**src/telemetry_pkg.sv**
```systemverilog
`default_nettype none

package telemetry_pkg;

  // Record and packet framing
  localparam int RECORD_BITS = 32;
  localparam int PACKET_WORDS = 8;
  localparam int COUNT_BITS = $clog2(PACKET_WORDS);

  // Endpoint that carries the telemetry stream
  localparam logic [3:0] ENDPOINT_ADDR = 4'd2;

  // FIFO sizing
  localparam int FIFO_ABITS = 4;
  localparam int FIFO_DEPTH = 1 << FIFO_ABITS;
  localparam int LEVEL_BITS = FIFO_ABITS + 1;

  // Field widths inside a record
  localparam int PHY_BITS = 4;
  localparam int CTL_BITS = 4;
  localparam int BLK_BITS = 3;
  localparam int ERR_BITS = 3;
  localparam int USTATE_BITS = 4;
  localparam int TUSER_BITS = 4;
  localparam int ENDPT_BITS = 4;

  // Width of the one-hot bulk state from the core
  localparam int BLK_STATE_BITS = 8;

  // Field offsets, bit 31 down to 29 stay zero
  localparam int PHY_LSB = 0;
  localparam int CTL_LSB = 4;
  localparam int BLK_LSB = 8;
  localparam int SOF_BIT = 11;
  localparam int ERR_LSB = 12;
  localparam int CRC_BIT = 15;
  localparam int USTATE_LSB = 16;
  localparam int TUSER_LSB = 20;
  localparam int ENDPT_LSB = 24;
  localparam int BUSRST_BIT = 28;

  // Error codes, highest priority first
  localparam logic [ERR_BITS-1:0] ERR_TIMEOUT = 3'd7;
  localparam logic [ERR_BITS-1:0] ERR_SUSPEND = 3'd6;
  localparam logic [ERR_BITS-1:0] ERR_SENT = 3'd5;
  localparam logic [ERR_BITS-1:0] ERR_RECV = 3'd4;
  localparam logic [ERR_BITS-1:0] ERR_TOKEN = 3'd3;

  localparam logic [USTATE_BITS-1:0] USB_STATE_SUSPEND = 4'd8;

  // SOF decimation, HS has 8 SOFs per ms and FS has 1
  localparam int SOF_BITS = 8;
  localparam logic [SOF_BITS:0] SOF_STEP_HS = 9'd1;
  localparam logic [SOF_BITS:0] SOF_STEP_FS = 9'd8;

endpackage

`default_nettype wire

```
**src/telemetry_capture.sv**
```systemverilog
`default_nettype none

module telemetry_capture (
  input  wire                                 clock,
  input  wire                                 reset,
  input  wire                                 usb_enum_i,
  input  wire                                 usb_reset_i,
  input  wire                                 usb_sof_i,
  input  wire                                 usb_recv_i,
  input  wire                                 usb_sent_i,
  input  wire                                 tok_recv_i,
  input  wire                                 high_speed_i,
  input  wire                                 crc_error_i,
  input  wire                                 timeout_i,
  input  wire [3:0]                           usb_endpt_i,
  input  wire [3:0]                           usb_tuser_i,
  input  wire [3:0]                           phy_state_i,
  input  wire [3:0]                           usb_state_i,
  input  wire [3:0]                           ctl_state_i,
  input  wire [2:0]                           usb_error_i,
  input  wire [7:0]                           blk_state_i,
  output logic                                wr_valid_o,
  output logic                                wr_last_o,
  output logic [telemetry_pkg::RECORD_BITS-1:0] wr_record_o,
  input  wire                                 wr_ready_i
);

  import telemetry_pkg::*;

  logic [ERR_BITS-1:0]    err_code;
  logic [BLK_BITS-1:0]    blk_code;
  logic [SOF_BITS-1:0]    sof_count_q;
  logic [SOF_BITS:0]      sof_next;
  logic                   sof_in_q;
  logic                   sof_marker;
  logic [RECORD_BITS-1:0] curr_record;
  logic [RECORD_BITS-1:0] prev_record_q;
  logic [COUNT_BITS-1:0]  count_q;
  logic                   wr_fire;

  always_comb begin
    if (timeout_i) begin
      err_code = ERR_TIMEOUT;
    end else if (usb_state_i == USB_STATE_SUSPEND) begin
      err_code = ERR_SUSPEND;
    end else if (usb_sent_i) begin
      err_code = ERR_SENT;
    end else if (usb_recv_i) begin
      err_code = ERR_RECV;
    end else if (tok_recv_i) begin
      err_code = ERR_TOKEN;
    end else begin
      err_code = usb_error_i;
    end
  end

  // One-hot bulk state maps to its bit index and anything else to 7
  always_comb begin
    blk_code = '1;
    for (int i = 0; i < BLK_STATE_BITS - 1; i++) begin
      if (blk_state_i == (BLK_STATE_BITS'(1) << i)) begin
        blk_code = BLK_BITS'(i);
      end
    end
  end

  // Marker only on the SOF that carries the counter over
  assign sof_next = {1'b0, sof_count_q} + (high_speed_i ? SOF_STEP_HS : SOF_STEP_FS);
  assign sof_marker = usb_sof_i && sof_next[SOF_BITS];

  always_ff @(posedge clock) begin
    if (reset) begin
      sof_count_q <= '0;
      sof_in_q <= 1'b0;
    end else begin
      sof_in_q <= usb_sof_i;
      if (usb_sof_i && !sof_in_q) begin
        sof_count_q <= sof_next[SOF_BITS-1:0];
      end
    end
  end

  always_comb begin
    curr_record = '0;
    curr_record[PHY_LSB +: PHY_BITS] = phy_state_i;
    curr_record[CTL_LSB +: CTL_BITS] = ctl_state_i;
    curr_record[BLK_LSB +: BLK_BITS] = blk_code;
    curr_record[SOF_BIT] = sof_marker;
    curr_record[ERR_LSB +: ERR_BITS] = err_code;
    curr_record[CRC_BIT] = crc_error_i;
    curr_record[USTATE_LSB +: USTATE_BITS] = usb_state_i;
    curr_record[TUSER_LSB +: TUSER_BITS] = usb_tuser_i;
    curr_record[ENDPT_LSB +: ENDPT_BITS] = usb_endpt_i;
    curr_record[BUSRST_BIT] = usb_reset_i;
  end

  assign wr_record_o = curr_record;
  assign wr_valid_o = usb_enum_i && (curr_record != prev_record_q);
  assign wr_fire = wr_valid_o && wr_ready_i;
  assign wr_last_o = (count_q == COUNT_BITS'(PACKET_WORDS - 1));

  // Previous record follows every cycle, so a dropped change is lost
  always_ff @(posedge clock) begin
    if (reset) begin
      prev_record_q <= '0;
      count_q <= '0;
    end else begin
      prev_record_q <= curr_record;
      if (wr_fire) begin
        count_q <= count_q + 1'b1;
      end
    end
  end

  // The write that closes a packet starts the next one
  a_last_wraps: assert property (
    @(posedge clock) disable iff (reset) wr_fire && wr_last_o |=> !wr_last_o
  );

endmodule

`default_nettype wire

```
**src/telemetry_fifo.sv**
```systemverilog
`default_nettype none

module telemetry_fifo (
  input  wire                                   clock,
  input  wire                                   reset,
  input  wire                                   wr_valid_i,
  input  wire                                   wr_last_i,
  input  wire [telemetry_pkg::RECORD_BITS-1:0]  wr_record_i,
  output logic                                  wr_ready_o,
  output logic                                  rd_valid_o,
  output logic                                  rd_last_o,
  output logic [telemetry_pkg::RECORD_BITS-1:0] rd_record_o,
  input  wire                                   rd_ready_i,
  output logic [telemetry_pkg::LEVEL_BITS-1:0]  level_o
);

  import telemetry_pkg::*;

  // Each entry holds the last flag above the record
  logic [RECORD_BITS:0]  mem [FIFO_DEPTH];
  logic [FIFO_ABITS:0]   wr_ptr_q;
  logic [FIFO_ABITS:0]   rd_ptr_q;
  logic                  full;
  logic                  empty;
  logic                  wr_fire;
  logic                  rd_fire;

  // Same address with the wrap bits apart means full
  assign full = (wr_ptr_q[FIFO_ABITS] != rd_ptr_q[FIFO_ABITS]) &&
                (wr_ptr_q[FIFO_ABITS-1:0] == rd_ptr_q[FIFO_ABITS-1:0]);
  assign empty = (wr_ptr_q == rd_ptr_q);

  assign wr_ready_o = !full;
  assign rd_valid_o = !empty;
  assign wr_fire = wr_valid_i && wr_ready_o;
  assign rd_fire = rd_valid_o && rd_ready_i;

  // Show-ahead read straight from the array
  assign {rd_last_o, rd_record_o} = mem[rd_ptr_q[FIFO_ABITS-1:0]];

  assign level_o = wr_ptr_q - rd_ptr_q;

  always_ff @(posedge clock) begin
    if (wr_fire) begin
      mem[wr_ptr_q[FIFO_ABITS-1:0]] <= {wr_last_i, wr_record_i};
    end
  end

  always_ff @(posedge clock) begin
    if (reset) begin
      wr_ptr_q <= '0;
      rd_ptr_q <= '0;
    end else begin
      if (wr_fire) begin
        wr_ptr_q <= wr_ptr_q + 1'b1;
      end
      if (rd_fire) begin
        rd_ptr_q <= rd_ptr_q + 1'b1;
      end
    end
  end

  a_level_bounded: assert property (
    @(posedge clock) disable iff (reset) level_o <= LEVEL_BITS'(FIFO_DEPTH)
  );

  // Full with no read keeps the level at depth
  a_no_write_when_full: assert property (
    @(posedge clock) disable iff (reset)
      full && !rd_fire |=> level_o == LEVEL_BITS'(FIFO_DEPTH)
  );

endmodule

`default_nettype wire

```
**src/record_serializer.sv**
```systemverilog
`default_nettype none

module record_serializer (
  input  wire                                  clock,
  input  wire                                  reset,
  input  wire                                  rd_valid_i,
  input  wire                                  rd_last_i,
  input  wire [telemetry_pkg::RECORD_BITS-1:0] rd_record_i,
  output logic                                 rd_ready_o,
  output logic                                 byte_valid_o,
  output logic                                 byte_last_o,
  output logic [7:0]                           byte_data_o,
  input  wire                                  byte_ready_i
);

  import telemetry_pkg::*;

  logic [RECORD_BITS-1:0] record_q;
  logic                   last_q;
  logic                   loaded_q;
  logic [1:0]             index_q;
  logic                   rd_fire;
  logic                   byte_fire;

  // Idle only while nothing is held
  assign rd_ready_o = !loaded_q;
  assign rd_fire = rd_valid_i && rd_ready_o;
  assign byte_fire = byte_valid_o && byte_ready_i;

  assign byte_valid_o = loaded_q;
  assign byte_data_o = record_q[{index_q, 3'b000} +: 8];
  assign byte_last_o = loaded_q && last_q && (index_q == 2'd0);

  always_ff @(posedge clock) begin
    if (rd_fire) begin
      record_q <= rd_record_i;
      last_q <= rd_last_i;
    end
  end

  always_ff @(posedge clock) begin
    if (reset) begin
      loaded_q <= 1'b0;
      index_q <= 2'd3;
    end else if (rd_fire) begin
      loaded_q <= 1'b1;
      index_q <= 2'd3;
    end else if (byte_fire) begin
      if (index_q == 2'd0) begin
        loaded_q <= 1'b0;
      end else begin
        index_q <= index_q - 2'd1;
      end
    end
  end

  a_byte_stable: assert property (
    @(posedge clock) disable iff (reset)
      byte_valid_o && !byte_ready_i |=> byte_valid_o && $stable(byte_data_o)
  );

endmodule

`default_nettype wire

```
**src/endpoint_gate.sv**
```systemverilog
`default_nettype none

module endpoint_gate (
  input  wire        clock,
  input  wire        reset,
  input  wire        usb_enum_i,
  input  wire        select_i,
  input  wire        start_i,
  input  wire [3:0]  endpt_i,
  input  wire        byte_valid_i,
  input  wire        byte_last_i,
  input  wire [7:0]  byte_data_i,
  output logic       byte_ready_o,
  output logic       m_tvalid_o,
  output logic       m_tlast_o,
  output logic [7:0] m_tdata_o,
  input  wire        m_tready_i
);

  import telemetry_pkg::*;

  logic selected_q;
  logic host_start;
  logic end_of_packet;

  assign host_start = usb_enum_i && select_i && start_i && (endpt_i == ENDPOINT_ADDR);
  assign end_of_packet = m_tvalid_o && m_tready_i && m_tlast_o;

  // A new start wins over the closing byte
  always_ff @(posedge clock) begin
    if (reset) begin
      selected_q <= 1'b0;
    end else if (host_start) begin
      selected_q <= 1'b1;
    end else if (end_of_packet) begin
      selected_q <= 1'b0;
    end
  end

  assign byte_ready_o = selected_q && m_tready_i;
  assign m_tvalid_o = selected_q && byte_valid_i;
  assign m_tlast_o = selected_q && byte_last_i;
  assign m_tdata_o = selected_q ? byte_data_i : 8'h00;

endmodule

`default_nettype wire

```
**src/bulk_telemetry.sv**
```systemverilog
`default_nettype none

module bulk_telemetry (
  input  wire                                  clock,
  input  wire                                  reset,
  input  wire                                  usb_enum_i,
  input  wire                                  usb_reset_i,
  input  wire                                  usb_sof_i,
  input  wire                                  usb_recv_i,
  input  wire                                  usb_sent_i,
  input  wire                                  tok_recv_i,
  input  wire                                  high_speed_i,
  input  wire                                  crc_error_i,
  input  wire                                  timeout_i,
  input  wire [3:0]                            usb_endpt_i,
  input  wire [3:0]                            usb_tuser_i,
  input  wire [3:0]                            phy_state_i,
  input  wire [3:0]                            usb_state_i,
  input  wire [3:0]                            ctl_state_i,
  input  wire [2:0]                            usb_error_i,
  input  wire [7:0]                            blk_state_i,
  input  wire                                  select_i,
  input  wire                                  start_i,
  input  wire [3:0]                            endpt_i,
  output logic                                 m_tvalid_o,
  output logic                                 m_tlast_o,
  output logic [7:0]                           m_tdata_o,
  input  wire                                  m_tready_i,
  output logic [telemetry_pkg::LEVEL_BITS-1:0] level_o
);

  import telemetry_pkg::*;

  logic                   wr_valid;
  logic                   wr_last;
  logic                   wr_ready;
  logic [RECORD_BITS-1:0] wr_record;
  logic                   rd_valid;
  logic                   rd_last;
  logic                   rd_ready;
  logic [RECORD_BITS-1:0] rd_record;
  logic                   byte_valid;
  logic                   byte_last;
  logic                   byte_ready;
  logic [7:0]             byte_data;

  telemetry_capture i_capture (
    .clock        (clock),
    .reset        (reset),
    .usb_enum_i   (usb_enum_i),
    .usb_reset_i  (usb_reset_i),
    .usb_sof_i    (usb_sof_i),
    .usb_recv_i   (usb_recv_i),
    .usb_sent_i   (usb_sent_i),
    .tok_recv_i   (tok_recv_i),
    .high_speed_i (high_speed_i),
    .crc_error_i  (crc_error_i),
    .timeout_i    (timeout_i),
    .usb_endpt_i  (usb_endpt_i),
    .usb_tuser_i  (usb_tuser_i),
    .phy_state_i  (phy_state_i),
    .usb_state_i  (usb_state_i),
    .ctl_state_i  (ctl_state_i),
    .usb_error_i  (usb_error_i),
    .blk_state_i  (blk_state_i),
    .wr_valid_o   (wr_valid),
    .wr_last_o    (wr_last),
    .wr_record_o  (wr_record),
    .wr_ready_i   (wr_ready)
  );

  telemetry_fifo i_fifo (
    .clock       (clock),
    .reset       (reset),
    .wr_valid_i  (wr_valid),
    .wr_last_i   (wr_last),
    .wr_record_i (wr_record),
    .wr_ready_o  (wr_ready),
    .rd_valid_o  (rd_valid),
    .rd_last_o   (rd_last),
    .rd_record_o (rd_record),
    .rd_ready_i  (rd_ready),
    .level_o     (level_o)
  );

  record_serializer i_serializer (
    .clock        (clock),
    .reset        (reset),
    .rd_valid_i   (rd_valid),
    .rd_last_i    (rd_last),
    .rd_record_i  (rd_record),
    .rd_ready_o   (rd_ready),
    .byte_valid_o (byte_valid),
    .byte_last_o  (byte_last),
    .byte_data_o  (byte_data),
    .byte_ready_i (byte_ready)
  );

  endpoint_gate i_gate (
    .clock        (clock),
    .reset        (reset),
    .usb_enum_i   (usb_enum_i),
    .select_i     (select_i),
    .start_i      (start_i),
    .endpt_i      (endpt_i),
    .byte_valid_i (byte_valid),
    .byte_last_i  (byte_last),
    .byte_data_i  (byte_data),
    .byte_ready_o (byte_ready),
    .m_tvalid_o   (m_tvalid_o),
    .m_tlast_o    (m_tlast_o),
    .m_tdata_o    (m_tdata_o),
    .m_tready_i   (m_tready_i)
  );

endmodule

`default_nettype wire

```
**config.mk**
```make
export PLATFORM = sky130hd
export DESIGN_NAME = bulk_telemetry
export DESIGN_NICKNAME = d
export VERILOG_FILES = /design/src/telemetry_pkg.sv /design/src/telemetry_capture.sv /design/src/telemetry_fifo.sv /design/src/record_serializer.sv /design/src/endpoint_gate.sv /design/src/bulk_telemetry.sv
export SDC_FILE = /design/constraint.sdc
export NUM_CORES = 1
export LEC_CHECK = 0
export BUFFER_PORTS_ARGS = -buffer_cell sky130_fd_sc_hd__buf_2
export CORE_ASPECT_RATIO = 1.5
export CORE_UTILIZATION = 60
export CTS_BUF_LIST = sky130_fd_sc_hd__clkbuf_2
export CTS_CLUSTER_SIZE = 25
export DETAILED_ROUTE_END_ITERATION = 8
export HOLD_SLACK_MARGIN = 0.06
export PLACE_DENSITY = 0.77
export SLEW_MARGIN = 20
export SYNTH_ARGS = -nofsm -noshare
export SYNTH_HDL_FRONTEND = slang
export SYNTH_SLANG_ARGS = --single-unit
```
**constraint.sdc**
```tcl
create_clock -name clock -period 7.1 [get_ports clock]
set_input_delay 0 -clock clock [delete_from_list [all_inputs] [get_ports clock]]
set_output_delay 0 -clock clock [all_outputs]
set_load 0.02 [all_outputs]
```
======== Word-level counts from Yosys, hierarchy flattened ========
Memories as Yosys holds them, arrays and structs flattened. A register that Yosys moved wholly into a read port is not among the register bits.
Cells that the tools add are included.
W data, S select, Z words.
storage, ports and cells
  flip-flop bits (word level) ............. 90
  bits in latches ......................... 0
  memory bits (writable) .................. 480
  memory bits (read-only) ................. 0
  input port bits ......................... 49
  output and inout bits ................... 15
  logic and storage cells ................. 83
  memories kept ........................... 1
memories
  name        words  bits a word  read ports  clocked after Yosys merged registers in  wr ports  line                  source
  i_fifo.mem  16     30           1           1                                        1         telemetry_fifo.sv:20  logic [RECORD_BITS:0] mem [FIFO_DEPTH];
cells by class
  $add $sub $neg .......................... 6
  multipliers ............................. 0
  div/mod/pow operators ................... 0
  $lt $le $gt $ge ......................... 0
  equality and inequality tests ........... 14
  shift operators ......................... 1
  mux-type cells .......................... 21
  bitwise operators ....................... 1
  reductions and logical operators ........ 28
operators with widths
  operator               count
  $mux W3                12
  $ne A29 B32 Y1         1
  $shiftx A32 B6 Y8      1
  $logic_and A1 B1 Y1    17
  $add A5 B1 Y5 const B  2
  $add A8 B9 Y9          1
  $eq A8 B1 Y1 const B   1
  $eq A8 B2 Y1 const B   1
  $eq A8 B3 Y1 const B   1
  $eq A8 B4 Y1 const B   1
  $eq A8 B5 Y1 const B   1
  $eq A8 B6 Y1 const B   1
  $eq A8 B7 Y1 const B   1
  $mux W8                1
  $mux W1                7
  $reduce_bool A2 Y1     3
  $eq A5 B5 Y1           1
  $sub A5 B5 Y5          1
  $eq A4 B2 Y1 const B   1
  $eq A4 B4 Y1           1
  $eq A4 B4 Y1 const B   1
  $logic_not A1 Y1       4
  $mux W4                1
  $reduce_and A2 Y1      2
  other kinds (7)        7

======== Depth between registers and ports, before layout ========
  depth after elaboration ................. 13
  gate-level depth with buffers ........... 11
  mapped depth without buffers ............ 9

======== Modules after synthesis ========
From an unflattened synthesis, not the netlist that was laid out.
second synthesis, totals
  cell total of the unflattened synthesis .. 1234
  area total of the unflattened synthesis .. 24572.3 µm²
by module, submodules not included
  module             times used  cells an instance  area each (µm²)  sequential area each (µm²)
  telemetry_fifo     1           914                20733.6          16135.5
  telemetry_capture  1           238                2309.7           820.8
  record_serializer  1           64                 1391.3           1051.0
  endpoint_gate      1           18                 137.6            20.0

======== Least setup slack after synthesis ========
No wires, ideal clock.
  path type ............................... register to register
  from .................................... register i_capture.sof_count_q[0]
  to ...................................... memory i_fifo.mem[3][0] (netlist bit) (enable)
  setup time .............................. 493 ps
  arrival ................................. 5073 ps
  data required time ...................... 6607 ps
  slack ................................... 1534 ps
  stages on the path, launching flop included .. 10
  buffers on the path ..................... 1
  period minus slack after synthesis ...... 5566 ps
  cells stage by stage .................... dfxtp_1 ha_1 ha_1 a31oi_1 nor3_1 xnor2_1 o211ai_1 nor4_4 buf_4 nor4_1
on the way
  word-level cells in the longest chain between the ends .. 7
ends and longest elaborated chain
  element                        line                     source
  from (decl)                    telemetry_capture.sv:32  logic [SOF_BITS-1:0] sof_count_q;
  from (signal assigned)         telemetry_capture.sv:78  sof_count_q <= sof_next[SOF_BITS-1:0];
  $add A8 B9 Y9                  telemetry_capture.sv:68  assign sof_next = {1'b0, sof_count_q} + (high_speed_i ? SOF_STEP_HS : SOF_STEP_FS);
  $logic_and A1 B1 Y1            telemetry_capture.sv:69  assign sof_marker = usb_sof_i && sof_next[SOF_BITS];
  via i_capture.sof_marker       telemetry_capture.sv:35  logic sof_marker;
  $ne A29 B32 Y1                 telemetry_capture.sv:98  assign wr_valid_o = usb_enum_i && (curr_record != prev_record_q);
  $logic_and A1 B1 Y1            telemetry_capture.sv:98
  $logic_and A1 B1 Y1            telemetry_fifo.sv:35     assign wr_fire = wr_valid_i && wr_ready_o;
  $mux W1                        telemetry_fifo.sv:44     if (wr_fire) begin
  $mux W1 (implied by the code)  telemetry_fifo.sv:45     mem[wr_ptr_q[FIFO_ABITS-1:0]] <= {wr_last_i, wr_record_i};
  to (decl)                      telemetry_fifo.sv:20
The timed path passes the listed nets, and every way through them passes these cells.

======== Worst setup path after layout ========
  from .................................... input port timeout_i
  to ...................................... register i_capture.count_q[2]
on the way
  word-level cells in the longest chain between the ends .. 4
ends and longest elaborated chain
  element               line                      source
  from (decl)           bulk_telemetry.sv:14      input wire timeout_i,
  $mux W3               telemetry_capture.sv:42   if (timeout_i) begin
  $ne A29 B32 Y1        telemetry_capture.sv:98
  $logic_and A1 B1 Y1   telemetry_capture.sv:98
  $logic_and A1 B1 Y1   telemetry_capture.sv:99   assign wr_fire = wr_valid_o && wr_ready_i;
  to (signal assigned)  telemetry_capture.sv:110  count_q <= count_q + 1'b1;
  to (decl)             telemetry_capture.sv:38   logic [COUNT_BITS-1:0] count_q;
No other way between the ends.
A chain may end at the register's enable or synchronous reset.

==> flow_summary.json <==
{
  "status": "complete, no violations",
  "drt_iter0_drc": 1038,
  "clock-root-buffer": "clkbuf_2",
  "synth_top_area_cell": "edfxtp_1",
  "r2r_start": "i_capture.sof_count_q[0]",
  "grt_pass1_vias": 11747,
  "pwr_density_cell_mw_per_mm2": 293,
  "netlist_area_mm2": 0.0220,
  "grtUsageTotal_pct": 27.9,
  "synth-seq-cells": 565,
  "rsz0062_at_grt": "no",
  "path_delay_family": "buffers and inverters",
  "synth_common_cells": "510 x edfxtp_1, 155 x mux4_2, 55 x dfxtp_1",
  "numCtsBuffers": 118,
  "worstSetupPathType": "in2reg",
  "wl_per_cell_um": 26.3,
  "portBuffers": 63,
  "antenna_found_initial": 6,
  "cp_max_fo": 11,
  "nets": 1346,
  "hp-class": "in2reg",
  "finalHoldViolCount": 0,
  "synth_edf_count": 510,
  "cp-end-kind": "register",
  "setup_violations": 0,
  "io_pins": 64,
  "synth_top_area_share_pct": 69.7,
  "period_minus_slack_ps": 4180,
  "cts_hold_buf": 92,
  "crit_arrival_ps": 5140,
  "via_per_inst": 6.05,
  "setup_tns_ps": 0,
  "cp_slowest_cell": "dlygate4sd3_1",
  "synth_warnings": 0,
  "ir_worst_vdd_mv": 0.181,
  "worstHoldStart": "usb_sent_i",
  "cp_num_buf_inv": 7,
  "insertion_delay_ps": 1100,
  "max_stage_delay_ps": 660,
  "r2r_cells": 12,
  "die_x_um": 158,
  "synthArstFlopShare_pct": 0,
  "grt_pass1_wl_mm": 72.5,
  "grt_max_degree": 68,
  "drive_above_1_share_pct": 32.1,
  "h-tree-depth": 3,
  "cts.repair.resized": 0,
  "cts_tree": "built",
  "dieHeight_um": 236,
  "synth.net_count": 1108,
  "min_period_over_period_pct": 58.8,
  "fmax_mhz": 239,
  "avgSynthCellArea_um2": 21.1,
  "area_growth_pct": 13.1,
  "clock_skew_ps": 50.0,
  "min_path_cells": 8,
  "synth.distinct_cells": 44,
  "timing.critical_path.mode_cell": "dlygate4sd3_1",
  "vias": 11237,
  "place.gp.congestion": 0.763,
  "post-route-drc-count": 0,
  "finalMaxSlewViolations": 0,
  "power_mw": 7.27,
  "hpwl_mm": 28.1,
  "first_pass_iters": 5,
  "grt_overflow": 0,
  "ys_seq_area_share_pct": 74.8,
  "cts_buffer_depth": 3,
  "routed_wl_mm": 48.8,
  "relSlewSlack_pct": 29.3,
  "cap_violations": 0,
  "drtAntennaViolNets": 0,
  "clk_pin_slew_worst_paths_ps": 120,
  "synthFlopType": "edfxtp_1",
  "dieArea_mm2": 0.0374,
  "synth.area.top_cells": "edfxtp_1 70%, mux4_2 16%, dfxtp_1 5.0%",
  "max_slew.worst_pin.slew_ps": 1060,
  "r2r_slack_ps": 3260,
  "startpoint_type": "input port",
  "worst-endpoint-required_ps": 8060,
  "synth.most_common_cell": "edfxtp_1",
  "core_area_mm2": 0.0359,
  "core.rowCount": 85,
  "synthCells": 1043,
  "cts_setup_buffers": 0,
  "numClockSinks": 565,
  "min_to": "i_fifo.wr_ptr_q[0]",
  "power_leakage_nw": 8.32,
  "crit_chain": "dlygate4sd3_1 -> dlygate4sd3_1 -> buf_2 -> dlygate4sd3_1 -> nor2_1 -> nor4b_2 -> dlygate4sd3_1 -> xor2_1 -> o211ai_1 -> nor4_4 -> nand3b_1 -> dlygate4sd3_1 -> a21oi_1 -> dlygate4sd3_1",
  "r2r_end": "i_capture.count_q[2]",
  "initial_core_util_pct": 61.1
}
==> area by class of cell <==
type | count | area [um2]
inverters | 16 | 60.1
multi-input cells | 416 | 5350
flip-flops and latches | 565 | 16400
diodes | 3 | 7.51
clock inverters | 39 | 190
repair buffers | 164 | 1310
clock buffers | 177 | 886
fillers | 2302 | 11100
well taps | 478 | 598
==> where the power goes <==
group | leakage [nW] | switching, mW | internal (mW)
registers | 5.20 | 0.182 | 3.80
logic | 2.31 | 0.660 | 0.735
clock network | 0.813 | 1.19 | 0.703
total | 8.32 | 2.04 | 5.24
==> worst reg2reg max path, delay by kind of cell (launching register included) <==
kind / cells / cell delay (ps)
adders and majority gates: 2 / 420
AOI/OAI and AO/OA: 3 / 560
buffers and inverters: 3 / 1370
DFF: 1 / 340
xor gates and xnor gates: 1 / 150
and+or+nand+nor: 3 / 910
==> stage by stage <==
step,util [%],setup slack [ps],hold WS (ps),cell area [um2],instances
2_1_floorplan,-,1530,98.9,22000,1043
3_3_place_gp,63.4,3380,244,22800,1546
3_5_place_dp,63.4,3270,253,22800,1546
4_1_cts,69.0,2970,82.2,24800,1854
5_1_grt,69.1,2700,235,24800,1857
6_report,69.1,2920,174,24800,1858
==> sequential cells by signal, indices dropped and copies added, names as in the netlist <==
signal	flops
i_serializer.record_q	29
i_fifo.mem	480
i_serializer.last_q	1
i_serializer.index_q	2
i_fifo.rd_ptr_q	5
i_capture.prev_record_q	29
i_gate.selected_q	1
i_fifo.wr_ptr_q	5
i_capture.sof_in_q	1
i_serializer.byte_valid_o	1
i_capture.count_q	3
i_capture.sof_count_q	8
==> routing by layer <==
layer	up-vias	wire, um	track usage [%]
li1	4849	-	-
met1	5721	18100	37.5
met2	577	24700	44.0
met3	86	4580	7.37
met4	4	1420	10.6
met5	-	34	0
==> worst max-delay path by stage <==
stage                             startpoint  cells after the start                    to  slack [ps]
floorplan           i_capture.sof_count_q[0]                      9      i_fifo.mem[3][0]        1530
global placement    i_capture.sof_count_q[0]                     10     i_fifo.mem[0][15]        3380
detailed placement  i_capture.sof_count_q[0]                     10      i_fifo.mem[0][3]        3270
CTS                       i_fifo.rd_ptr_q[1]                      7            level_o[4]        2970
global route                       timeout_i                     14  i_capture.count_q[2]        2700
finish                             timeout_i                     14  i_capture.count_q[2]        2920
==> cell usage in the layout (no fill, tap or decap), types with 5 or more instances in the layout <==
cell type / n
mux4_2: 155
clkinv_1: 30
ha_1: 15
or3_1: 6
buf_4: 8
and3_2: 14
nand4_1: 11
edfxtp_1: 510
dlygate4sd3_1: 93
buf_2: 63
and2_1: 7
inv_1: 15
dfxtp_1: 52
nor2b_1: 34
nor2_1: 32
mux2i_1: 5
xor2_1: 8
a21oi_1: 18
nand3_1: 6
clkbuf_2: 177
xnor2_1: 35
o21ai_0: 6
nand2_1: 12
==> cells by family (layout without fill, tap and decap cells) <==
group                      count (synthesis)  after routing  share of synthesized area, %
DFF                                      565            565                          74.8
muxes                                    160            160                          16.1
and+or+nand+nor                          148            148                          4.02
buffers and inverters                     62            396                          1.08
AOI/OAI and AO/OA                         49             49                          1.34
xor gates and xnor gates                  43             43                          1.72
adders and majority gates                 16             16                         0.946
other                                      0              3                             0
Power figures use the tool's default switching activity.
